$ cat config.mk
export PLATFORM = sky130hd
export DESIGN_NAME = regFile
export DESIGN_NICKNAME = d
export VERILOG_FILES = /design/src/hdl/cpuPkg.sv /design/src/hdl/regFile.sv
export SDC_FILE = /design/constraint.sdc
export NUM_CORES = 1
export LEC_CHECK = 0
export ABC_AREA = 1
export BUFFER_PORTS_ARGS = -buffer_cell sky130_fd_sc_hd__buf_2
export CAP_MARGIN = 20
export CORE_MARGIN = 8
export CORE_UTILIZATION = 49
export DETAILED_ROUTE_END_ITERATION = 10
export PLACE_DENSITY = 0.91
export SETUP_SLACK_MARGIN = 0.1
export SKIP_CTS_REPAIR_TIMING = 1
export SLEW_MARGIN = 25
export SYNTH_ARGS = -nofsm -noshare
export SYNTH_HDL_FRONTEND = slang
export SYNTH_SLANG_ARGS = --single-unit
export TNS_END_PERCENT = 30
$ cat constraint.sdc
create_clock -name CLK -period 1.41 [get_ports CLK]
set_clock_uncertainty 0.05 [all_clocks]
set_input_delay 0.0705 -clock CLK [delete_from_list [all_inputs] [get_ports CLK]]
set_output_delay 0.0705 -clock CLK [all_outputs]
set_load 0.005 [all_outputs]
$ cat src/hdl/cpuPkg.sv
package cpuPkg;

    //////////////////////////////
    // Widths and data types
    //////////////////////////////

    // Data path and address width
    localparam int dataWidth = 8;

    // One byte in A, B, on the bus or out of the ALU
    typedef logic [dataWidth-1:0] dataT;

    // ROM or bus address
    typedef logic [dataWidth-1:0] addrT;

    // Bit 0 is IRQ A, bit 1 is IRQ B
    typedef logic [1:0] irqT;

    //////////////////////////////
    // Opcode fields
    //////////////////////////////

    // Low nibble of the opcode byte
    typedef enum logic [3:0] {
        ReadA  = 4'h0,
        ReadB  = 4'h1,
        WriteA = 4'h2,
        WriteB = 4'h3,
        MathA  = 4'h4,
        MathB  = 4'h5,
        Branch = 4'h6,
        Goto   = 4'h7,
        GoIdle = 4'h8
    } instrT;

    // High nibble of the opcode byte
    // Also selects the compare for a branch
    typedef enum logic [3:0] {
        Add  = 4'h0,
        Sub  = 4'h1,
        And  = 4'h2,
        Or   = 4'h3,
        Xor  = 4'h4,
        ShlA = 4'h5,
        ShrA = 4'h6,
        IncA = 4'h7,
        DecA = 4'h8,
        Eq   = 4'h9,
        Gt   = 4'hA,
        Lt   = 4'hB
    } aluOpT;

    //////////////////////////////
    // Unit commands
    //////////////////////////////

    // Program counter update for the next cycle
    typedef enum logic [2:0] {
        Hold,
        Inc1,
        Inc2,
        Load,
        LoadVectorA,
        LoadVectorB
    } pcCmdT;

    // Register write select
    typedef enum logic [1:0] {
        RegNone,
        RegWriteA,
        RegWriteB
    } regWrT;

    // ROM locations holding the thread start addresses
    localparam addrT irqVectorA = 8'hFF;
    localparam addrT irqVectorB = 8'hFE;

    // Bus address parked here between accesses
    localparam addrT busIdleAddr = 8'hFF;

    // Compare result that takes a branch
    localparam dataT branchTaken = 8'h01;

endpackage

$ cat src/hdl/regFile.sv
module regFile (
    input  logic          CLK,
    input  logic          RESET,
    input  cpuPkg::regWrT regWr,
    input  cpuPkg::dataT  regWrData,
    output cpuPkg::dataT  regA,
    output cpuPkg::dataT  regB
);

    //////////////////////////////
    // Data registers
    //////////////////////////////
    // Both registers start at zero
    // Only the selected one takes the write data
    always_ff @(posedge CLK) begin
        if (RESET) begin
            regA <= '0;
            regB <= '0;
        end else begin
            case (regWr)
                cpuPkg::RegWriteA: begin
                    regA <= regWrData;
                end
                cpuPkg::RegWriteB: begin
                    regB <= regWrData;
                end
                default: begin
                    // No write this cycle
                    regA <= regA;
                    regB <= regB;
                end
            endcase
        end
    end

endmodule

==> flow_summary.json <==
{
  "outcome": "complete, no violations",
  "required_ns": 1.29,
  "syn-cell-area_um2": 709,
  "chipHeight_um": 54.1,
  "core_area_um2": 1330,
  "min_period_ns": 0.883,
  "gr-total-overflow": 0,
  "fin_setup_tns_ns": 0,
  "timing.final.crit_share_pct": 62.6,
  "yosys.cell_count.top_type": "nor2_1",
  "seqCellArea_um2": 320,
  "via_per_inst": 4.71,
  "drt_iter0_drc": 13,
  "crit_chain": "buf_2",
  "grt_max_degree": 17,
  "vias": 654,
  "syn-mean-instance-area_um2": 7.39,
  "antenna_found_initial": 0,
  "finalSetupViolCount": 0,
  "busiest_layer": "met2",
  "slowest_stage": "dfxtp_1",
  "pin_count": 28,
  "ir_worst_vdd_uv": 754,
  "synth.area.top_cells": "dfxtp_1, nor2_1, nand3_1",
  "synthFlopType": "dfxtp_1",
  "rows": 13,
  "clk_latency_ns": 0.28,
  "worst-r2r-setup-slack_ns": 0.78,
  "ctsHtreeMaxLevel": 1,
  "synth.top_cell.area_share_pct": 45.1,
  "fmax_mhz": 1130,
  "maxSlewViolCount": 0,
  "ant_nets": 0,
  "io_buffers": 27,
  "async_flop_share_pct": 0,
  "pre_cts_ws_ns": 0.549,
  "multi_input_area_um2": 310,
  "yosysWarnings": 0,
  "clkSinkCount": 16,
  "met1_usage_pct": 13.2,
  "routed_wirelength_mm": 1.50,
  "synth_top_area_cell": "dfxtp_1",
  "synth_common_cells": "nor2_1, dfxtp_1, nand2_1, nand3_1, inv_1",
  "initial_utilization_pct": 53.2,
  "hold_class": "input port to flip-flop",
  "crit_fanout": 2,
  "routabilityCongestion": 0.765,
  "syn_nets": 108,
  "slew_headroom_pct": 72.6,
  "fin_ws_ns": 0.527,
  "grt_pass1_vias": 615,
  "place_hpwl_mm": 1.18,
  "synthCells": 96,
  "max_cap_viol_count": 0,
  "drive_gt1_share_pct": 31.5,
  "hold_violations": 0,
  "fill_cells": 124,
  "power.leakage_uw": 0.000490,
  "wl_per_cell_um": 10.8,
  "tightest_slew_ns": 0.410,
  "max_stage_delay_ns": 0.35,
  "ys_ff_latch": 16,
  "final_nets": 137,
  "drcViolationCount": 0,
  "cp-end-kind": "primary output",
  "clock_path_buffers": 2,
  "rsz0062_at_grt": "false",
  "cts-root-buf": "clkbuf_4",
  "area_delta_synth_final_pct": 22.9,
  "cts_tree": "done",
  "synth_seq_area_share_pct": 45.1,
  "crit_type": "flip-flop to primary output",
  "synth_edf_count": 0,
  "die_area_um2": 2920,
  "cts_buffers": 3,
  "drtPass1Iterations": 4,
  "clkTransAtPathRegs_ns": 0.09,
  "grt_pass1_wl_mm": 2.48,
  "synth.distinct_cells": 11,
  "grt_use_met3_pct": 3.31,
  "die_w_um": 54.1,
  "track_usage_pct": 11.3,
  "critPathLaunchType": "flip-flop",
  "critPathBufInv": 1,
  "crit_family": "flip-flops",
  "grt.met2_usage_pct": 17.8,
  "arrival_ns": 0.76,
  "antenna_cells": 0,
  "power_density_nw_per_um2": 1090
}
==> through the flow <==
stage | instances | util, % | hold WS [ns] | instance area [um2] | power [uW]
final | 139 | 65.4 | 0.0532 | 872 | 948
after floorplan | 96 | - | 0.232 | 709 | 611
after global placement | 135 | 62.7 | 0.348 | 836 | 659
after global routing | 139 | 65.4 | 0.0804 | 872 | 1000
after CTS | 139 | 65.4 | 0.0565 | 872 | 955
after detailed placement | 135 | 62.7 | 0.350 | 836 | 663
==> kinds of logic after synthesis <==
kind of cell | after synthesis | share of synthesized area, %
DFF | 16 | 45.2
and+or+nand+nor | 66 | 43.7
buffers and inverters | 14 | 11.1
==> final cells by class <==
class / count / area share [%]
sequential: 16 / 36.7
inverter: 11 / 5.88
tap: 15 / 2.15
clock buffer: 4 / 4.16
multi-input combinational: 66 / 35.6
timing repair buffer: 27 / 15.5
==> cells in the final DEF, fill, tap and decap left out <==
| master | instances |
|---|---|
| buf_2 | 27 |
| clkbuf_4 | 3 |
| clkbuf_8 | 1 |
| dfxtp_1 | 16 |
| inv_1 | 9 |
| inv_4 | 1 |
| inv_8 | 1 |
| nand2_1 | 16 |
| nand3_1 | 16 |
| nor2_1 | 28 |
| nor2_2 | 4 |
| nor2_8 | 2 |
==> flip-flops by register name, indices dropped and copies added, names as in the netlist <==
name / flops
regB: 8
regA: 8
==> layer usage <==
metal  share of wire (%)  vias up
met5                   0        -
met4                 2.7        0
met3                  12        4
met2                  43       25
met1                  42      274
li1                    -      351
==> path summary, 6_finish.rpt <==
kind	start	endpoint	cells after the start
max	regA[1]	regA[1]	1
min	regWrData[7]	regB[7]	5
max reg2reg	regA[1]	regA[1]	2
min reg2reg	regB[6]	regB[6]	2
==> worst reg2reg max path, stage by stage, from the launching register on <==
cell	delay, ns
dfxtp_1	0.33
nor2_1	0.11
nor2_1	0.05
==> power by group <==
| part | leakage, uW | internal, uW | switching (uW) |
|---|---|---|---|
| registers | 0.000132 | 482 | 14.4 |
| logic | 0.000337 | 66.2 | 88.7 |
| clock network | 0.0000210 | 157 | 139 |
(Power assumes the default switching activity.)
