File: src/hdl/cpuPkg.sv
package cpuPkg;

    //////////////////////////////
    // Widths and data types
    //////////////////////////////

    // Data path and address width
    localparam int dataWidth = 8;

    // One byte in A, B, on the bus or out of the ALU
    typedef logic [dataWidth-1:0] dataT;

    // ROM or bus address
    typedef logic [dataWidth-1:0] addrT;

    // Bit 0 is IRQ A, bit 1 is IRQ B
    typedef logic [1:0] irqT;

    //////////////////////////////
    // Opcode fields
    //////////////////////////////

    // Low nibble of the opcode byte
    typedef enum logic [3:0] {
        ReadA  = 4'h0,
        ReadB  = 4'h1,
        WriteA = 4'h2,
        WriteB = 4'h3,
        MathA  = 4'h4,
        MathB  = 4'h5,
        Branch = 4'h6,
        Goto   = 4'h7,
        GoIdle = 4'h8
    } instrT;

    // High nibble of the opcode byte
    // Also selects the compare for a branch
    typedef enum logic [3:0] {
        Add  = 4'h0,
        Sub  = 4'h1,
        And  = 4'h2,
        Or   = 4'h3,
        Xor  = 4'h4,
        ShlA = 4'h5,
        ShrA = 4'h6,
        IncA = 4'h7,
        DecA = 4'h8,
        Eq   = 4'h9,
        Gt   = 4'hA,
        Lt   = 4'hB
    } aluOpT;

    //////////////////////////////
    // Unit commands
    //////////////////////////////

    // Program counter update for the next cycle
    typedef enum logic [2:0] {
        Hold,
        Inc1,
        Inc2,
        Load,
        LoadVectorA,
        LoadVectorB
    } pcCmdT;

    // Register write select
    typedef enum logic [1:0] {
        RegNone,
        RegWriteA,
        RegWriteB
    } regWrT;

    // ROM locations holding the thread start addresses
    localparam addrT irqVectorA = 8'hFF;
    localparam addrT irqVectorB = 8'hFE;

    // Bus address parked here between accesses
    localparam addrT busIdleAddr = 8'hFF;

    // Compare result that takes a branch
    localparam dataT branchTaken = 8'h01;

endpackage

File: src/hdl/programCounter.sv
module programCounter (
    input  logic          CLK,
    input  logic          RESET,
    input  cpuPkg::pcCmdT pcCmd,
    input  cpuPkg::addrT  pcLoadAddr,
    input  logic          useOperand,
    output cpuPkg::addrT  romAddress
);

    // Address of the current opcode
    cpuPkg::addrT pc;
    // Points one byte past the opcode to reach the operand
    logic         operandOffset;

    //////////////////////////////
    // Counter update
    //////////////////////////////
    always_ff @(posedge CLK) begin
        if (RESET) begin
            // Power-on start at ROM address 0
            pc            <= '0;
            operandOffset <= 1'b0;
        end else begin
            operandOffset <= useOperand;
            case (pcCmd)
                cpuPkg::Inc1:        pc <= pc + cpuPkg::addrT'(1);
                // Skip opcode and operand
                cpuPkg::Inc2:        pc <= pc + cpuPkg::addrT'(2);
                // Jump target or thread start read from ROM
                cpuPkg::Load:        pc <= pcLoadAddr;
                // Point at the vector slot, the thread start is read next
                cpuPkg::LoadVectorA: pc <= cpuPkg::irqVectorA;
                cpuPkg::LoadVectorB: pc <= cpuPkg::irqVectorB;
                default:             pc <= pc;
            endcase
        end
    end

    // ROM is combinational so this address selects this cycle's byte
    assign romAddress = pc + cpuPkg::addrT'(operandOffset);

endmodule

File: config.mk
export PLATFORM = sky130hd
export DESIGN_NAME = programCounter
export DESIGN_NICKNAME = d
export VERILOG_FILES = /design/src/hdl/cpuPkg.sv /design/src/hdl/programCounter.sv
export SDC_FILE = /design/constraint.sdc
export NUM_CORES = 1
export LEC_CHECK = 0
export BUFFER_PORTS_ARGS = -buffer_cell sky130_fd_sc_hd__clkbuf_2
export CAP_MARGIN = 20
export CORE_UTILIZATION = 50
export DETAILED_ROUTE_END_ITERATION = 7
export PLACE_DENSITY = 0.75
export SYNTH_ARGS = -nofsm -noshare
export SYNTH_HDL_FRONTEND = slang
export SYNTH_SLANG_ARGS = --single-unit
File: constraint.sdc
create_clock -name CLK -period 2.6 [get_ports CLK]
set_input_delay 0.39 -clock CLK [delete_from_list [all_inputs] [get_ports CLK]]
set_output_delay 0.39 -clock CLK [all_outputs]
set_load 0.05 [all_outputs]
==> out/metrics.cfg <==
[global_routing]
grt_max_degree = 17
grt_pass1_vias = 809
grt_pass1_wl_mm = 3.68
antenna_found_initial = 0
grt_overflow = 0
grt_usage_pct = 24.9

[timing]
setup_violations = 0
finalHoldViolCount = 0
rsz0062_at_grt = false
post-route-period-util_pct = 87.6
fin_hold_ws_ps = 331
worst_pin_slew_ps = 427
skew_ps = 5.19
tns_ps = 0
drv_slew = 0
fin_crit_ps = 2280
relSlewSlack_pct = 70.8
fmax_mhz = 439

[synthesis]
syn_area_per_cell_um2 = 7.73
ys_types = 46
synth_area_leaders = dfxtp_1, ha_1, xnor2_1
synth_top_cell_by_area = dfxtp_1
yosys.area_share.simple_pct = 26.3
synth_edf_count = 0
syn_nets = 141
synth_top_area_share_pct = 19.3
synth_compound_area_share_pct = 26.7
synth_seq_cells = 9
yosys_warnings = 0
synth_fa_ha_area_share_pct = 8.02
synth_area_um2 = 936
synth_mux_area_share_pct = 2.27
ys_async_sr_fraction_pct = 0
seq_area_frac_synth_pct = 19.3
synth_ff_type = dfxtp_1
synth_top_family_by_area = compound AO/OA/AOI/OAI gates
synth_xor_area_share_pct = 9.36
syn_inst = 121

[floorplan]
fp.dieW_um = 45.3
io_pins = 22
rows = 15
start_util_pct = 53.6
fp.dieH_um = 45.3
core_area_mm2 = 0.00175
die_area_mm2 = 0.00205

[clock_network]
cts_buffer_depth = 2
cts_tree = yes
clk_pin_slew_ps = 70
cts.htree.levels = 1
clk_latency_ps = 270
cts_resized = 0
clockRootBuffer = clkbuf_4
cts_sinks = 9
cts-buffers-inserted = 3
hold_buffers = 0
cts_post_setup_buffers_inserted = 0

[finish]
drive_above_1_share_pct = 22.3
antenna_cells = 0
syn_to_final_growth_pct = 11.8
layout.nets = 160
fin_cells = 164
nFillCells = 174

[drt]
routed_wl_mm = 2.29
first_pass_iters = 4
viasPerCell = 5.91
postRouteAntennaNets = 0
drt_iter0_drc = 54
wl_per_cell_um = 13.9
vias = 970
drc_errors = 0

[critical_path]
crit_arrival_ps = 1890
start_kind = flop
cp_data_required_time_ps = 2210
path_cells = ha_1 > nand4_1 > nor2_1 > xnor2_1 > clkbuf_2
criticalPathCategory = reg2out
path_max_fanout = 10
cpMaxStageDelayCell = dfxtp_1
cpPeakStageDelay_ps = 530
critPathCaptureType = output port

[outcome]
status = finished, final reports clean

[power_and_ir_drop]
leakage_nw = 0.428
power_density_mw_per_mm2 = 458
peakVddDrop_mv = 0.433

[placement]
placement.io_buffers = 21
dp_cells = 160
place.gp.congestion = 0.898
dp_hpwl_mm = 1.70

[run]
max_cap_viol_count = 0

[hold_path]
hp-class = in2reg

[routing by layer]
| metal | global-route usage (%) | share of wire (%) | vias up |
|---|---|---|---|
| met3 | 4.80 | 7.9 | 6 |
| li1 | - | - | 486 |
| met2 | 40.0 | 49 | 46 |
| met4 | 6.67 | 1.1 | 0 |
| met5 | 0 | 0 | - |
| met1 | 33.7 | 42 | 432 |
[worst max-delay path, delay by kind of cell (launching register included)]
| kind | cells | cell delay, ps |
|---|---|---|
| and+or+nand+nor | 2 | 340 |
| DFF | 1 | 530 |
| buffers and inverters | 1 | 290 |
| xor gates and xnor gates | 1 | 130 |
| adders and majority gates | 1 | 330 |
[cells in the final DEF (no fill, tap or decap), types with 2 or more instances in the layout]
master / netlist / final
a311oi_1: 2 / 2
clkbuf_2: 0 / 21
xor2_1: 2 / 2
nor2_1: 5 / 5
nor3_1: 2 / 2
nor4_1: 3 / 3
ha_1: 6 / 6
dfxtp_1: 9 / 9
clkbuf_4: 0 / 3
xnor2_1: 8 / 8
inv_1: 6 / 6
a31oi_1: 2 / 2
a21oi_1: 9 / 9
o21ai_0: 6 / 6
nand4_1: 3 / 3
nand2b_1: 2 / 2
nand2_1: 15 / 15
nand3_1: 7 / 7
[state kept, by name, indices dropped and copies added, names as in the netlist]
signal	count
operandOffset	1
pc	8
[cell type report]
type	instances	area [µm²]	share of cell area, %
Multi-Input combinational cell	99	681	65.1
Timing Repair Buffer	21	105	10.0
Clock buffer	4	26.3	2.51
Sequential cell	9	180	17.2
Inverter	6	22.5	2.15
Tap cell	25	31.3	2.99
[cell usage after synthesis (2+ instances only)]
library cell,count
o21ai_0,6
buf_2,3
a31oi_1,2
nor4_1,3
ha_1,6
nor2_1,5
buf_4,2
nand4_1,3
inv_1,6
xnor2_1,8
nor3_1,2
a311oi_1,2
nand2_1,15
nand3_1,7
buf_6,2
dfxtp_1,9
nand2b_1,2
xor2_1,2
a21oi_1,9
[per-stage QoR]
stage          setup WS (ps)  cell area, µm²  total power, W  util [%]
2_1_floorplan            487             936        0.000326         -
3_3_place_gp             639            1020        0.000361      58.4
3_5_place_dp             621            1020        0.000364      58.4
4_1_cts                  324            1050        0.000476      59.9
5_1_grt                  177            1050        0.000506      59.9
6_report                 322            1050        0.000479      59.9
[report_power, final]
part	switching [W]	internal [W]	leakage, nW	total [W]
clock network	0.0000556	0.0000595	0.0150	0.000115
registers	0.0000290	0.000151	0.0743	0.000180
logic	0.000118	0.0000660	0.339	0.000184
total	0.000203	0.000276	0.428	0.000479
[worst paths after layout]
| path | startpoint | endpoint | slack, ps | cells past startpoint |
|---|---|---|---|---|
| max | pc[2] | romAddress[7] | 320 | 5 |
| min | useOperand | operandOffset | 330 | 2 |
| max reg2reg | pc[2] | pc[7] | 770 | 5 |
| min reg2reg | pc[1] | pc[1] | 620 | 2 |
[kinds of logic after synthesis]
group | Yosys count
compound gates | 34
xor+xnor | 10
fa+ha+maj | 6
buf+inv | 13
flops | 9
mux | 2
simple gates | 47
Power figures use the tool's default switching activity.
