===== src/hdl/cpuPkg.sv =====
package cpuPkg;

    //////////////////////////////
    // Widths and data types
    //////////////////////////////

    // Data path and address width
    localparam int dataWidth = 8;

    // One byte in A, B, on the bus or out of the ALU
    typedef logic [dataWidth-1:0] dataT;

    // ROM or bus address
    typedef logic [dataWidth-1:0] addrT;

    // Bit 0 is IRQ A, bit 1 is IRQ B
    typedef logic [1:0] irqT;

    //////////////////////////////
    // Opcode fields
    //////////////////////////////

    // Low nibble of the opcode byte
    typedef enum logic [3:0] {
        ReadA  = 4'h0,
        ReadB  = 4'h1,
        WriteA = 4'h2,
        WriteB = 4'h3,
        MathA  = 4'h4,
        MathB  = 4'h5,
        Branch = 4'h6,
        Goto   = 4'h7,
        GoIdle = 4'h8
    } instrT;

    // High nibble of the opcode byte
    // Also selects the compare for a branch
    typedef enum logic [3:0] {
        Add  = 4'h0,
        Sub  = 4'h1,
        And  = 4'h2,
        Or   = 4'h3,
        Xor  = 4'h4,
        ShlA = 4'h5,
        ShrA = 4'h6,
        IncA = 4'h7,
        DecA = 4'h8,
        Eq   = 4'h9,
        Gt   = 4'hA,
        Lt   = 4'hB
    } aluOpT;

    //////////////////////////////
    // Unit commands
    //////////////////////////////

    // Program counter update for the next cycle
    typedef enum logic [2:0] {
        Hold,
        Inc1,
        Inc2,
        Load,
        LoadVectorA,
        LoadVectorB
    } pcCmdT;

    // Register write select
    typedef enum logic [1:0] {
        RegNone,
        RegWriteA,
        RegWriteB
    } regWrT;

    // ROM locations holding the thread start addresses
    localparam addrT irqVectorA = 8'hFF;
    localparam addrT irqVectorB = 8'hFE;

    // Bus address parked here between accesses
    localparam addrT busIdleAddr = 8'hFF;

    // Compare result that takes a branch
    localparam dataT branchTaken = 8'h01;

endpackage


===== src/hdl/sequencer.sv =====
module sequencer (
    input  logic          CLK,
    input  logic          RESET,
    input  cpuPkg::dataT  romData,
    input  cpuPkg::dataT  aluResult,
    input  cpuPkg::dataT  regA,
    input  cpuPkg::dataT  regB,
    input  cpuPkg::dataT  busRdData,
    input  cpuPkg::irqT   irqRaise,
    output cpuPkg::irqT   irqAck,
    output cpuPkg::pcCmdT pcCmd,
    output cpuPkg::addrT  pcLoadAddr,
    output logic          useOperand,
    output cpuPkg::regWrT regWr,
    output cpuPkg::dataT  regWrData,
    output logic          busRdAddrValid,
    output logic          busWrValid,
    output cpuPkg::addrT  busReqAddr,
    output cpuPkg::dataT  busWrData
);

    // One instruction in flight, each with its own chain of states
    typedef enum logic [3:0] {
        Idle,
        ThreadLoad,
        JumpWait,
        Settle,
        Decode,
        ReadAddr,
        ReadWait,
        ReadData,
        WriteAddr,
        MathSave,
        BranchEval,
        GotoLoad
    } stateT;

    stateT         state;
    stateT         stateNext;
    cpuPkg::instrT instr;
    cpuPkg::irqT   irqAckNext;
    // Target register of the current instruction, 0 for A and 1 for B
    logic          regSel;

    assign instr = cpuPkg::instrT'(romData[3:0]);

    // Operand byte serves as jump target and bus address
    assign pcLoadAddr = romData;
    assign busReqAddr = romData;
    assign busWrData  = regSel ? regB : regA;
    // Read data in the read chain, ALU result otherwise
    assign regWrData  = (state == ReadData) ? busRdData : aluResult;

    //////////////////////////////
    // State and control registers
    //////////////////////////////
    always_ff @(posedge CLK) begin
        if (RESET) begin
            // First decode at ROM address 0
            state  <= Decode;
            regSel <= 1'b0;
            irqAck <= '0;
        end else begin
            state  <= stateNext;
            irqAck <= irqAckNext;
            // Low opcode bit picks A or B for read, write and math
            if (state == Decode) begin
                regSel <= romData[0];
            end
        end
    end

    //////////////////////////////
    // Next state and commands
    //////////////////////////////
    always_comb begin
        stateNext      = state;
        pcCmd          = cpuPkg::Hold;
        useOperand     = 1'b0;
        regWr          = cpuPkg::RegNone;
        busRdAddrValid = 1'b0;
        busWrValid     = 1'b0;
        irqAckNext     = '0;

        case (state)
            // Asleep until an interrupt, IRQ A has priority
            Idle: begin
                if (irqRaise[0]) begin
                    pcCmd      = cpuPkg::LoadVectorA;
                    irqAckNext = 2'b01;
                    stateNext  = ThreadLoad;
                end else if (irqRaise[1]) begin
                    pcCmd      = cpuPkg::LoadVectorB;
                    irqAckNext = 2'b10;
                    stateNext  = ThreadLoad;
                end
            end
            // Vector slot byte is the thread start
            ThreadLoad: begin
                pcCmd     = cpuPkg::Load;
                stateNext = JumpWait;
            end
            // Extra wait after a jump
            JumpWait: stateNext = Settle;
            // Last wait before the next opcode
            Settle: stateNext = Decode;
            Decode: begin
                case (instr)
                    cpuPkg::ReadA, cpuPkg::ReadB: begin
                        useOperand = 1'b1;
                        stateNext  = ReadAddr;
                    end
                    cpuPkg::WriteA, cpuPkg::WriteB: begin
                        useOperand = 1'b1;
                        stateNext  = WriteAddr;
                    end
                    // ALU works on this opcode now
                    cpuPkg::MathA, cpuPkg::MathB: stateNext = MathSave;
                    cpuPkg::Branch: begin
                        useOperand = 1'b1;
                        stateNext  = BranchEval;
                    end
                    cpuPkg::Goto: begin
                        useOperand = 1'b1;
                        stateNext  = GotoLoad;
                    end
                    cpuPkg::GoIdle: stateNext = Idle;
                    // Undefined types hold here
                    default: stateNext = Decode;
                endcase
            end
            // Operand is the read address, put it on the bus
            ReadAddr: begin
                busRdAddrValid = 1'b1;
                stateNext      = ReadWait;
            end
            // RAM samples the address at the end of this cycle
            ReadWait: stateNext = ReadData;
            ReadData: begin
                regWr     = regSel ? cpuPkg::RegWriteB : cpuPkg::RegWriteA;
                pcCmd     = cpuPkg::Inc2;
                stateNext = Settle;
            end
            // Address, data and strobe go out together next cycle
            WriteAddr: begin
                busWrValid = 1'b1;
                pcCmd      = cpuPkg::Inc2;
                stateNext  = Settle;
            end
            MathSave: begin
                regWr     = regSel ? cpuPkg::RegWriteB : cpuPkg::RegWriteA;
                pcCmd     = cpuPkg::Inc1;
                stateNext = Settle;
            end
            // Compare result and target both ready here
            BranchEval: begin
                if (aluResult == cpuPkg::branchTaken) begin
                    pcCmd     = cpuPkg::Load;
                    stateNext = JumpWait;
                end else begin
                    pcCmd     = cpuPkg::Inc2;
                    stateNext = Settle;
                end
            end
            GotoLoad: begin
                pcCmd     = cpuPkg::Load;
                stateNext = JumpWait;
            end
            default: stateNext = Decode;
        endcase
    end

endmodule


===== config.mk =====
export PLATFORM = sky130hd
export DESIGN_NAME = sequencer
export DESIGN_NICKNAME = d
export VERILOG_FILES = /design/src/hdl/cpuPkg.sv /design/src/hdl/sequencer.sv
export SDC_FILE = /design/constraint.sdc
export NUM_CORES = 1
export LEC_CHECK = 0
export BUFFER_PORTS_ARGS = -buffer_cell sky130_fd_sc_hd__buf_2
export CORE_MARGIN = 8
export CORE_UTILIZATION = 36
export CTS_BUF_LIST = sky130_fd_sc_hd__clkbuf_4 sky130_fd_sc_hd__clkbuf_8
export DETAILED_ROUTE_END_ITERATION = 6
export PLACE_DENSITY = 0.85
export SYNTH_ARGS = -nofsm -noshare
export SYNTH_HDL_FRONTEND = slang
export SYNTH_SLANG_ARGS = --single-unit

===== constraint.sdc =====
create_clock -name CLK -period 1.9 [get_ports CLK]
set_input_delay 0.095 -clock CLK [delete_from_list [all_inputs] [get_ports CLK]]
set_output_delay 0.095 -clock CLK [all_outputs]
set_load 0.02 [all_outputs]

==> impl_metrics.yaml <==
synth:
  ys_seq_area_share_pct: 16.6
  syn_nets: 150
  yosys.area.top_type: "mux2_2"
  syn_inst: 106
  syn_area_per_cell_sq_um: 7.94
  ys_ff_latch: 7
  async_reset_ff_share_pct: 0
  synth.top_cells.by_count: "buf_4 (16), mux2_2 (16), nand2_1 (9), nor2_1 (9), dfxtp_1 (7)"
  netlist.area_leader.share_pct: 21.4
  yosys_warnings: 0
  synth_edf_count: 0
  syn_area_sq_um: 842
  ys_top_cells_by_area: "mux2_2 (21%), dfxtp_1 (17%), buf_4 (14%), nand2_1 (4.0%), nor2_1 (4.0%)"
  ys.flop_type: "dfxtp_1"
  synth_cell_type_count: 37
worst_setup_path:
  path_max_fanout: 9
  critPathArrivalTime_ns: 1.69
  crit_required_ns: 1.80
  worstSetupPathType: "flop to primary output"
  end_kind: "primary output"
  start_kind: "flop"
placed_design:
  place.gp.congestion: 0.748
  dp_hpwl_mm: 2.44
  place_ws_ns: 0.320
  io_buffers: 73
  dpl.cell_count: 187
outcome:
  status: "completed"
finish:
  n_antenna_cell: 0
  final_core_util_pct: 51.4
  nets: 208
  area_growth_pct: 35.1
  fin_cells: 191
  drive_gt1_share_pct: 62.0
clock_tree:
  postCtsSetupRepairBufs: 0
  insertion_delay_ns: 0.26
  cts_max_path_buffers: 2
  cts_tree: "built"
  cts_root_buffer: "clkbuf_4"
  clkTransAtPathRegs_ns: 0.05
  clkSinkCount: 7
  cts_buffers: 3
  cts_max_level: 1
global_routing:
  grt_pass1_vias: 1018
  grt_overflow: 0
  grtUsageTotal_pct: 13.1
  antenna_found_initial: 0
  grt_max_degree: 16
  grt_pass1_wl_mm: 4.48
sta:
  totalNegativeSetupSlack_ns: 0
  worst_pin_slew_ns: 0.390
  final-max-slew-violation-count: 0
  hold_ws_ns: 0.0535
  fin_crit_ns: 1.79
  rsz0062_at_grt: "false"
  fin_crit_sh_pct: 94.1
  hold_viol: 0
  fin_skew_ns: 0.00278
  setup_violations: 0
  max_freq_mhz: 560
  layout_setup_ws_ns: 0.113
  relSlewSlack_pct: 74.0
floorplanning:
  ios: 86
  row_count: 17
  dieWidth_microns: 64.4
  start_util_pct: 38.1
  die_area_sq_um: 4140
  coreArea_sq_um: 2210
  die_h_microns: 64.4
routing:
  drc: 0
  via_per_inst: 4.95
  first_pass_iters: 4
  antenna_left: 0
  vias: 945
  drt_iter0_drc: 27
  post_drt_wl_per_cell_microns: 14.7
  wl_mm: 2.81
run:
  drv_cap: 0
power:
  vdd_ir_drop_max_mv: 0.608
  cellPowerDensity_nw_per_um2: 1140
  cellLeakagePower_nw: 0.585
min_path:
  hp-class: "primary input to flop"
[cell families (layout without fill, tap and decap cells)]
family	after synthesis	after routing	share of synthesized area, %
AO/OA/AOI/OAI	18	18	14.6
flip-flops	7	7	16.6
buffers and inverters	26	83	19.8
multiplexers	17	17	22.6
AND/OR/NAND/NOR	37	37	25.4
XOR/XNOR	1	1	1.04
[final cells by class]
| class | instances | area (sq um) |
|---|---|---|
| inverter | 4 | 15.0 |
| timing repair buffer | 75 | 380 |
| tap | 28 | 35.0 |
| multi-input combinational | 73 | 536 |
| fill | 239 | 1070 |
| sequential | 7 | 141 |
| clock buffer | 4 | 30.0 |
[sequential cells by signal, summed over array words and instances, names as in the netlist]
signal  count
irqAck      2
regSel      1
state       4
[per-stage QoR]
stage,cell area (sq um),power [mW]
2_1_floorplan,842,0.927
6_report,1140,1.29
3_3_place_gp,1110,1.13
5_1_grt,1140,1.39
3_5_place_dp,1110,1.14
4_1_cts,1140,1.30
[power by group]
group | internal (mW) | total [mW] | switching, mW | leakage [nW]
Clock | 0.0945 | 0.152 | 0.0574 | 0.0184
Sequential | 0.197 | 0.279 | 0.0819 | 0.0579
Combinational | 0.366 | 0.861 | 0.495 | 0.508
[cells in the final DEF, fill, tap and decap left out]
cell type,synthesis,layout
nor3_1,2,2
and3_1,2,2
inv_1,4,4
nand4_2,1,1
o21bai_1,1,1
o21ai_0,2,2
buf_2,1,73
buf_4,16,2
clkbuf_4,0,4
a21bo_2,1,1
nor2_1,9,9
a21boi_0,1,1
nand4_1,1,1
mux2_2,16,16
nor2b_1,1,1
o21ba_2,1,1
or3_4,1,1
nor4b_1,3,3
nand3b_1,1,1
and2_1,1,1
a21oi_1,6,6
o32ai_1,1,1
xor2_1,1,1
o211ai_1,1,1
o22ai_1,1,1
mux2i_1,1,1
or3b_1,1,1
nand2_1,9,9
dfxtp_2,0,1
nor3_2,1,1
or2b_1,1,1
o31ai_1,1,1
nor4_1,2,2
a32oi_1,2,2
dfxtp_1,7,6
nand4b_1,1,1
[critical path, cell delays in order, from the launching register on]
cell     delay [ns]
dfxtp_1        0.37
or3b_1         0.41
or3_4          0.34
a21oi_1        0.13
buf_2          0.18
[metal layers]
layer,up-vias,wire (microns),track usage (%)
met5,-,0,0
met4,0,33,4.36
met3,5,266,5.75
met2,39,1520,23.7
li1,476,-,-
met1,425,993,12.9
[timing repair]
item	CTS	global route
hold endpoints to repair	0	0
hold buffers	0	0
setup endpoints to repair	0	1
resized for setup	0	1
[final timing paths]
kind / from / to / slack [ns] / cells past startpoint
max: state[3] / useOperand / 0.11 / 4
min: irqRaise[0] / irqAck[1] / 0.05 / 2
max reg2reg: state[3] / state[3] / 0.51 / 3
min reg2reg: state[3] / state[1] / 0.66 / 2
(Power assumes the default switching activity.)
