===== config.mk =====
export PLATFORM = sky130hd
export DESIGN_NAME = alu
export DESIGN_NICKNAME = d
export VERILOG_FILES = /design/src/hdl/cpuPkg.sv /design/src/hdl/alu.sv
export SDC_FILE = /design/constraint.sdc
export NUM_CORES = 1
export LEC_CHECK = 0
export BUFFER_PORTS_ARGS = -buffer_cell sky130_fd_sc_hd__buf_4
export CAP_MARGIN = 20
export CORE_UTILIZATION = 35
export CTS_CLUSTER_SIZE = 24
export DETAILED_ROUTE_END_ITERATION = 10
export PLACE_DENSITY = 0.65
export SYNTH_ARGS = -nofsm -noshare
export SYNTH_HDL_FRONTEND = slang
export SYNTH_SLANG_ARGS = --single-unit

===== constraint.sdc =====
create_clock -name CLK -period 2.85 [get_ports CLK]
set_input_delay 0.285 -clock CLK [delete_from_list [all_inputs] [get_ports CLK]]
set_output_delay 0.285 -clock CLK [all_outputs]
set_load 0.05 [all_outputs]

===== src/hdl/cpuPkg.sv =====
package cpuPkg;

    //////////////////////////////
    // Widths and data types
    //////////////////////////////

    // Data path and address width
    localparam int dataWidth = 8;

    // One byte in A, B, on the bus or out of the ALU
    typedef logic [dataWidth-1:0] dataT;

    // ROM or bus address
    typedef logic [dataWidth-1:0] addrT;

    // Bit 0 is IRQ A, bit 1 is IRQ B
    typedef logic [1:0] irqT;

    //////////////////////////////
    // Opcode fields
    //////////////////////////////

    // Low nibble of the opcode byte
    typedef enum logic [3:0] {
        ReadA  = 4'h0,
        ReadB  = 4'h1,
        WriteA = 4'h2,
        WriteB = 4'h3,
        MathA  = 4'h4,
        MathB  = 4'h5,
        Branch = 4'h6,
        Goto   = 4'h7,
        GoIdle = 4'h8
    } instrT;

    // High nibble of the opcode byte
    // Also selects the compare for a branch
    typedef enum logic [3:0] {
        Add  = 4'h0,
        Sub  = 4'h1,
        And  = 4'h2,
        Or   = 4'h3,
        Xor  = 4'h4,
        ShlA = 4'h5,
        ShrA = 4'h6,
        IncA = 4'h7,
        DecA = 4'h8,
        Eq   = 4'h9,
        Gt   = 4'hA,
        Lt   = 4'hB
    } aluOpT;

    //////////////////////////////
    // Unit commands
    //////////////////////////////

    // Program counter update for the next cycle
    typedef enum logic [2:0] {
        Hold,
        Inc1,
        Inc2,
        Load,
        LoadVectorA,
        LoadVectorB
    } pcCmdT;

    // Register write select
    typedef enum logic [1:0] {
        RegNone,
        RegWriteA,
        RegWriteB
    } regWrT;

    // ROM locations holding the thread start addresses
    localparam addrT irqVectorA = 8'hFF;
    localparam addrT irqVectorB = 8'hFE;

    // Bus address parked here between accesses
    localparam addrT busIdleAddr = 8'hFF;

    // Compare result that takes a branch
    localparam dataT branchTaken = 8'h01;

endpackage


===== src/hdl/alu.sv =====
module alu (
    input  logic         CLK,
    input  logic         RESET,
    input  cpuPkg::dataT regA,
    input  cpuPkg::dataT regB,
    input  cpuPkg::dataT opByte,
    output cpuPkg::dataT result
);

    // Operation taken straight from the opcode high nibble
    cpuPkg::aluOpT op;
    cpuPkg::dataT  resultNext;

    assign op = cpuPkg::aluOpT'(opByte[7:4]);

    //////////////////////////////
    // Operation select
    //////////////////////////////
    always_comb begin
        case (op)
            // Arithmetic wraps modulo 256
            cpuPkg::Add:  resultNext = regA + regB;
            cpuPkg::Sub:  resultNext = regA - regB;
            // Bitwise logic
            cpuPkg::And:  resultNext = regA & regB;
            cpuPkg::Or:   resultNext = regA | regB;
            cpuPkg::Xor:  resultNext = regA ^ regB;
            // Single bit shifts of A, zero filled
            cpuPkg::ShlA: resultNext = regA << 1;
            cpuPkg::ShrA: resultNext = regA >> 1;
            cpuPkg::IncA: resultNext = regA + cpuPkg::dataT'(1);
            cpuPkg::DecA: resultNext = regA - cpuPkg::dataT'(1);
            // Unsigned compares feed the branch decision
            cpuPkg::Eq:   resultNext = (regA == regB) ? cpuPkg::branchTaken : '0;
            cpuPkg::Gt:   resultNext = (regA > regB) ? cpuPkg::branchTaken : '0;
            cpuPkg::Lt:   resultNext = (regA < regB) ? cpuPkg::branchTaken : '0;
            // Unused codes give zero
            default:      resultNext = '0;
        endcase
    end

    //////////////////////////////
    // Result register
    //////////////////////////////
    // Result for the opcode seen now is ready next cycle
    always_ff @(posedge CLK) begin
        if (RESET) begin
            result <= '0;
        end else begin
            result <= resultNext;
        end
    end

endmodule


==> results of run 1 <==
[through the flow]
step | util | hold WS [ns] | setup WS [ns]
after global routing | 0.449 | 0.434 | 0.162
after global placement | 0.441 | 0.621 | 0.156
after detailed placement | 0.441 | 0.650 | 0.0731
after CTS | 0.449 | 0.422 | 0.292
final | 0.449 | 0.419 | 0.289
after floorplan | - | 0.505 | 0.280
[cell type report]
| class | count | area (µm²) |
|---|---|---|
| Fill cell | 511 | 2670 |
| Multi-Input combinational cell | 191 | 1500 |
| Timing Repair Buffer | 41 | 308 |
| Sequential cell | 8 | 160 |
| Tap cell | 67 | 83.8 |
| Inverter | 22 | 82.6 |
| Clock buffer | 3 | 41.3 |
[kinds of logic (layout without fill, tap and decap cells)]
logic type	after synthesis	in the layout
xor+xnor	15	15
buf+inv	32	66
compound gates	69	69
fa+ha+maj	35	35
mux	9	9
flops	8	8
simple gates	63	63
[power breakdown]
| group | switching, mW | internal [mW] |
|---|---|---|
| registers | 0.00188 | 0.121 |
| logic | 0.228 | 0.160 |
| clock network | 0.0363 | 0.0908 |
| total | 0.266 | 0.372 |
[layer usage]
metal | routed length [µm] | vias up | global-route usage
met5 | 0 | - | 0
met4 | 33 | 0 | 0.0577
met3 | 209 | 4 | 0.0123
met2 | 2340 | 58 | 0.324
met1 | 2540 | 859 | 0.294
li1 | - | 911 | -
[critical path, delay by kind of cell]
| family | cells | cell delay (ns) |
|---|---|---|
| AND/OR/NAND/NOR | 3 | 0.57 |
| AO/OA/AOI/OAI | 5 | 0.98 |
| XOR/XNOR | 1 | 0.13 |
| buffers and inverters | 2 | 0.24 |
| adder cells (fa/ha/maj) | 2 | 0.51 |
[worst paths after layout]
path	start	to	slack, ns	depth (start not counted)
worst max-delay path	regB[1]	result[7]	0.29	13
worst min-delay path	RESET	result[7]	0.42	4
[placed cells by master (no fill, tap or decap), types with 4 or more instances in the layout]
master / count
buf_4: 41
ha_1: 33
inv_1: 22
nor2_1: 15
nand2_1: 12
o21ai_0: 12
xnor2_1: 11
a21oi_1: 10
mux2i_1: 8
dfxtp_1: 8
o22ai_1: 7
nand3_1: 4
nand2b_1: 4
nor3_1: 4
a21o_1: 4
xor2_1: 4
==> impl_results.md, run 1 <==
- Setup TNS: 0 ns
- Cell type of the slowest stage on the worst timing path: or3b_1
- Clock Sinks: 8
- Final routed wirelength across all metal layers: 5130 µm
- Leading registers by flop count: result: 8 flops
- Worst min path class: input pin to flip-flop
- Number of hold violations in the final report: 0
- First-pass GRT wire length: between 8000 and 9000 µm
- Period minus WS final: 2.56 ns
- Final estimated routing congestion in global placement: just over 0.9
- Clock tree from TritonCTS: done
- Total nets after synthesis: roughly 300
- Count of antenna-violating nets left after detailed routing: 0
- Clk slew on worst S/H paths: approximately 0.040 ns
- Fraction of final layout cells sized beyond drive strength 1: 0.185
- Via total after detailed routing: around 1,800
- Number of flip-flops and latches in the synthesized netlist: 8
- Antenna violations before repair: 0
- Placed inst area: around 2100 µm²
- Drc violations: 0
- Synth top area cells: ha_1, dfxtp_1, xnor2_1
- Number of distinct standard cells referenced by the synthesized netlist: 59
- Area growth from synthesis to layout: 20.8%
- Highest net fanout along the worst path: 5
- Result of the run: finished, final reports clean
- Setup repair after global routing missed its margin: no
- Cell leakage power: 1.02 nW
- Initial Util: 0.372
- Register bank with the most flops: result
- I/O Pins: 34
- Fin. max-slew vios: 0
- Critical setup path kind: input pin to flip-flop
- Final Cell Area: 2180 µm²
- Signal arrival time at the worst endpoint: 2.70 ns
- CTS H-tree lvls: 1
- Vias in the first global route: ~1,800
- Upper clock frequency limit: around 400 MHz
- Height of the die: approximately 74 µm
- Dominant combinational cell family by area after synthesis: compound AO/OA/AOI/OAI gates
- Largest stage delay, worst path: 0.38 ns
- Number of flip-flops in the largest register: 8
- Mux share of post-synthesis cell area: 0.0507
- Adder-Cell Fraction of Synth Area: 0.251
- Number of instances in the synthesized netlist: approximately 230
- Hold_buf cts: 0
- Critical Path Most Common Cell: ha_1
- Actual slew at the worst max-slew pin: about 0.7 ns
- Proportion of netlist area held by the largest area contributor: 0.229
- Clock Tree Root: clkbuf_8
- Nature of the critical path endpoint: flip-flop
- Total routing usage reported by global routing: 0.204
- Maximum clock path buffer count: 2
- I/O Buffers: 29
- Horizontal die dimension: around 74 µm
- Detailed Routing Iterations Pass 1: 4
- Slew HR: 0.528
- Via density per instance: 5.52
- Total of endpoints with negative setup slack in the final report: 0
- Maximum number of pins on one net before global-route repair: 15
- Power density cells: approximately 300 nW/µm²
- Total grt overflow: 0
- Number of enable-type register cells in the synthesized netlist: 0
- Net count, final: between 300 and 400
- Xor and xnor fraction of the mapped netlist area: 0.0729
- Complex-gate fraction of the synthesized area: 0.269
- Asr flop ratio synth: 0
- Final cell count without fillers: approximately 330
- Count of warnings emitted by yosys: 0
- Hpwl dp: roughly 4200 µm
- DP Cell Count: 329
- Fraction of the mapped netlist area in simple logic gates: 0.189
- Syn avg cell area: approximately 7.8 µm²
- Post-cts resize count: 0
- Leading register cell type out of synthesis: dfxtp_1
- Cell Rows: 25
- Area of the die: between 5000 and 6000 µm²
- Count of max-cap constraint violations: 0
- Worst setup SP type: input pin
- Count of inserted antenna diode cells: 0
- Area of the mapped netlist: 1800 µm²
- Leading cell type by number of instances after synthesis: ha_1
- Final Cycle Share: 0.899
- Series of cell instances along the critical path: buf_4 -> inv_1 -> ha_1 -> nand3_1 -> xnor2_1 -> o21ai_0 -> ha_1 -> a21oi_1 -> nand2_1 -> a41o_1 -> a31o_1 -> or3b_1 -> o211ai_2
- Wire length per cell after detailed routing: 15.5 µm
- Most frequent cells after synthesis: ha_1, inv_1, nor2_1
- Library cell with the largest summed area after synthesis: ha_1
- Num CTS Buffers: 3
- Overall power: approximately 640 µW
- Maximum resistive drop on vdd: roughly 0.16 mV
- Initial DRC Count: between 200 and 300
- Seq/Total Area, Yosys: 0.0888
- Critical path required time: about 3 ns
- Setup bufs post-CTS: 0
- Core ar.: between 4000 and 5000 µm²
No activity file was read; power rests on OpenSTA's default activity.
==> inputs of run 2 (changes only) <==
Settings changed: HOLD_SLACK_MARGIN set to 0.03, RECOVER_POWER set to 100.
==> run 2 against run 1 <==
Fmax shrank 1.0%. Setup slack lost 0.027 ns. Worst hold slack lost 0.0021 ns. Critical path depth is the same. Utilization shrank 1.0 points. Global-route usage is the same. Clock-buffer cell count is the same. Cell count is the same. Sequential power is essentially flat. Combinational power shrank 3%. Critical endpoint unchanged. Non-clock buffer count is the same. Largest cell class unchanged.
==> impl_results.md, run 2 (synthesized netlist as in run 1, its figures left out) <==
- Area growth from synthesis to layout: 18.1%
- Setup crit start: regB[0]
- Clk slew on worst S/H paths: ~0.040 ns
- Clock Tree Root: clkbuf_8
- Height of the die: 73.8 µm
- Slew HR: 0.524
- Net count, final: between 300 and 400
- Final routed wirelength across all metal layers: slightly above 5000 µm
- Drc violations: 0
- Placed inst area: between 2000 and 2500 µm²
- Clock Sinks: 8
- Result of the run: finished, final reports clean
- Number of hold violations in the final report: 0
- Critical Path Most Common Cell: ha_1
- Register bank with the most flops: result
- CTS H-tree lvls: 1
- Combinational Power Share: 0.601
- Worst setup slack after layout: 0.262 ns
- Fraction of final layout cells sized beyond drive strength 1: 0.140
- Total routing usage reported by global routing: 0.204
- Post-cts resize count: 0
- Signal arrival time at the worst endpoint: 2.72 ns
- Setup TNS: 0 ns
- Maximum clock path buffer count: 2
- Largest stage delay, worst path: 0.36 ns
- Final Cycle Share: 0.908
- Length of routed wiring on met1: about 2500 µm
- Core ar.: between 4000 and 5000 µm²
- Initial Util: 0.372
- Share of total power consumed by net switching: 0.423
- Wire length per cell after detailed routing: approximately 16 µm
- Worst Min Path Start: RESET
- Via total after detailed routing: 1,829
- Horizontal die dimension: 73.8 µm
- Area of the die: ~5400 µm²
- Internal portion of total power: about 360 µW
- Count of inserted antenna diode cells: 0
- Hpwl dp: 4170 µm
- Setup slack at placement: between 0.07 and 0.08 ns
- Proportion of power drawn by flip-flops and latches: 0.196
- Met3 routed WL: approximately 260 µm
- Fin. max-slew vios: 0
- Top routing layer in use: met4
- Clock tree from TritonCTS: done
- Total grt overflow: 0
- Post-layout util: 0.439
- Cell leakage power: 0.973 nW
- Total of endpoints with negative setup slack in the final report: 0
- Clock group share of total power: 0.203
- Via density per instance: approximately 5.5
- Period minus WS final: between 2 and 3 ns
- Actual slew at the worst max-slew pin: about 0.7 ns
- Num CTS Buffers: 3
- Overall power: approximately 630 µW
- Upper clock frequency limit: around 390 MHz
- Setup repair after global routing missed its margin: no
- Critical setup path kind: input pin to flip-flop
- Switching power: ~270 µW
- Power density cells: between 200 and 300 nW/µm²
- Antenna violations before repair: 0
- Worst min path class: input pin to flip-flop
- I/O Buffers: 29
- Setup bufs post-CTS: 0
- Detailed route wirelength on metal2: around 2300 µm
- Number of flip-flops in the largest register: 8
- Initial DRC Count: around 250
- Highest net fanout along the worst path: 5
- Detailed Routing Iterations Pass 1: 4
- Final estimated routing congestion in global placement: 0.936
- Count of max-cap constraint violations: 0
- Leading registers by flop count: result: 8 flops
- Cell type of the slowest stage on the worst timing path: or3b_1
- Final Cell Area: roughly 2100 µm²
- Vias in the first global route: roughly 1,800
- I/O Pins: 34
- Hold path depth: 4
- Count of antenna-violating nets left after detailed routing: 0
- Cell Rows: 25
- Critical path required time: 2.98 ns
- Hold_buf cts: 0
- Maximum resistive drop on vdd: between 0.15 and 0.2 mV
- Series of cell instances along the critical path: buf_4 -> inv_1 -> ha_1 -> nand3_1 -> xnor2_1 -> o21ai_0 -> ha_1 -> a21oi_1 -> nand2_1 -> a41o_1 -> a31o_1 -> or3b_1 -> o211ai_1
- WHS Endpoint: result[7]
- Worst setup SP type: input pin
- Maximum number of pins on one net before global-route repair: 15
- Nature of the critical path endpoint: flip-flop
- First-pass GRT wire length: between 8000 and 9000 µm
- Highest-count cells in the layout ignoring fill and taps: ha_1, buf_4, inv_1
- Most common cell after layout, fill and taps aside: ha_1
[run 2: stage by stage]
stage / hold WS (ns) / instances
3_3_place_gp: 0.621 / 329
3_5_place_dp: 0.650 / 329
6_report: 0.417 / 332
2_1_floorplan: 0.505 / 231
5_1_grt: 0.435 / 332
4_1_cts: 0.422 / 332
[run 2: layer usage]
layer | vias to the layer above | global-route usage
met5 | - | 0
met4 | 0 | 0.0577
met3 | 4 | 0.0123
met2 | 68 | 0.324
met1 | 846 | 0.294
li1 | 911 | -
[run 2: cell type report]
cell class | instances | area (µm²)
multi-input combinational | 191 | 1490
inverter | 22 | 82.6
clock buffer | 3 | 41.3
timing repair buffer | 41 | 270
sequential | 8 | 160
tap | 67 | 83.8
fill | 530 | 2720
[run 2: worst max path at each step]
stage,endpoint,depth (start not counted),slack (ns)
floorplan,result[7],11,0.28
global placement,result[7],13,0.16
detailed placement,result[7],13,0.07
CTS,result[7],13,0.29
global route,result[7],13,0.13
finish,result[7],13,0.26
[run 2: power groups by stage]
stage | combinational [mW] | sequential [mW] | clock (mW)
after global placement | 0.375 | 0.125 | 0
after CTS | 0.382 | 0.123 | 0.130
after detailed placement | 0.380 | 0.125 | 0
after global routing | 0.409 | 0.124 | 0.140
after floorplan | 0.227 | 0.155 | 0
final | 0.377 | 0.123 | 0.127
[run 2: worst max-delay path: cells and delay by family]
family,cells,cell delay [ns]
AND/OR/NAND/NOR,3,0.54
adder cells (fa/ha/maj),2,0.51
buffers and inverters,2,0.24
AO/OA/AOI/OAI,5,1.01
XOR/XNOR,1,0.13
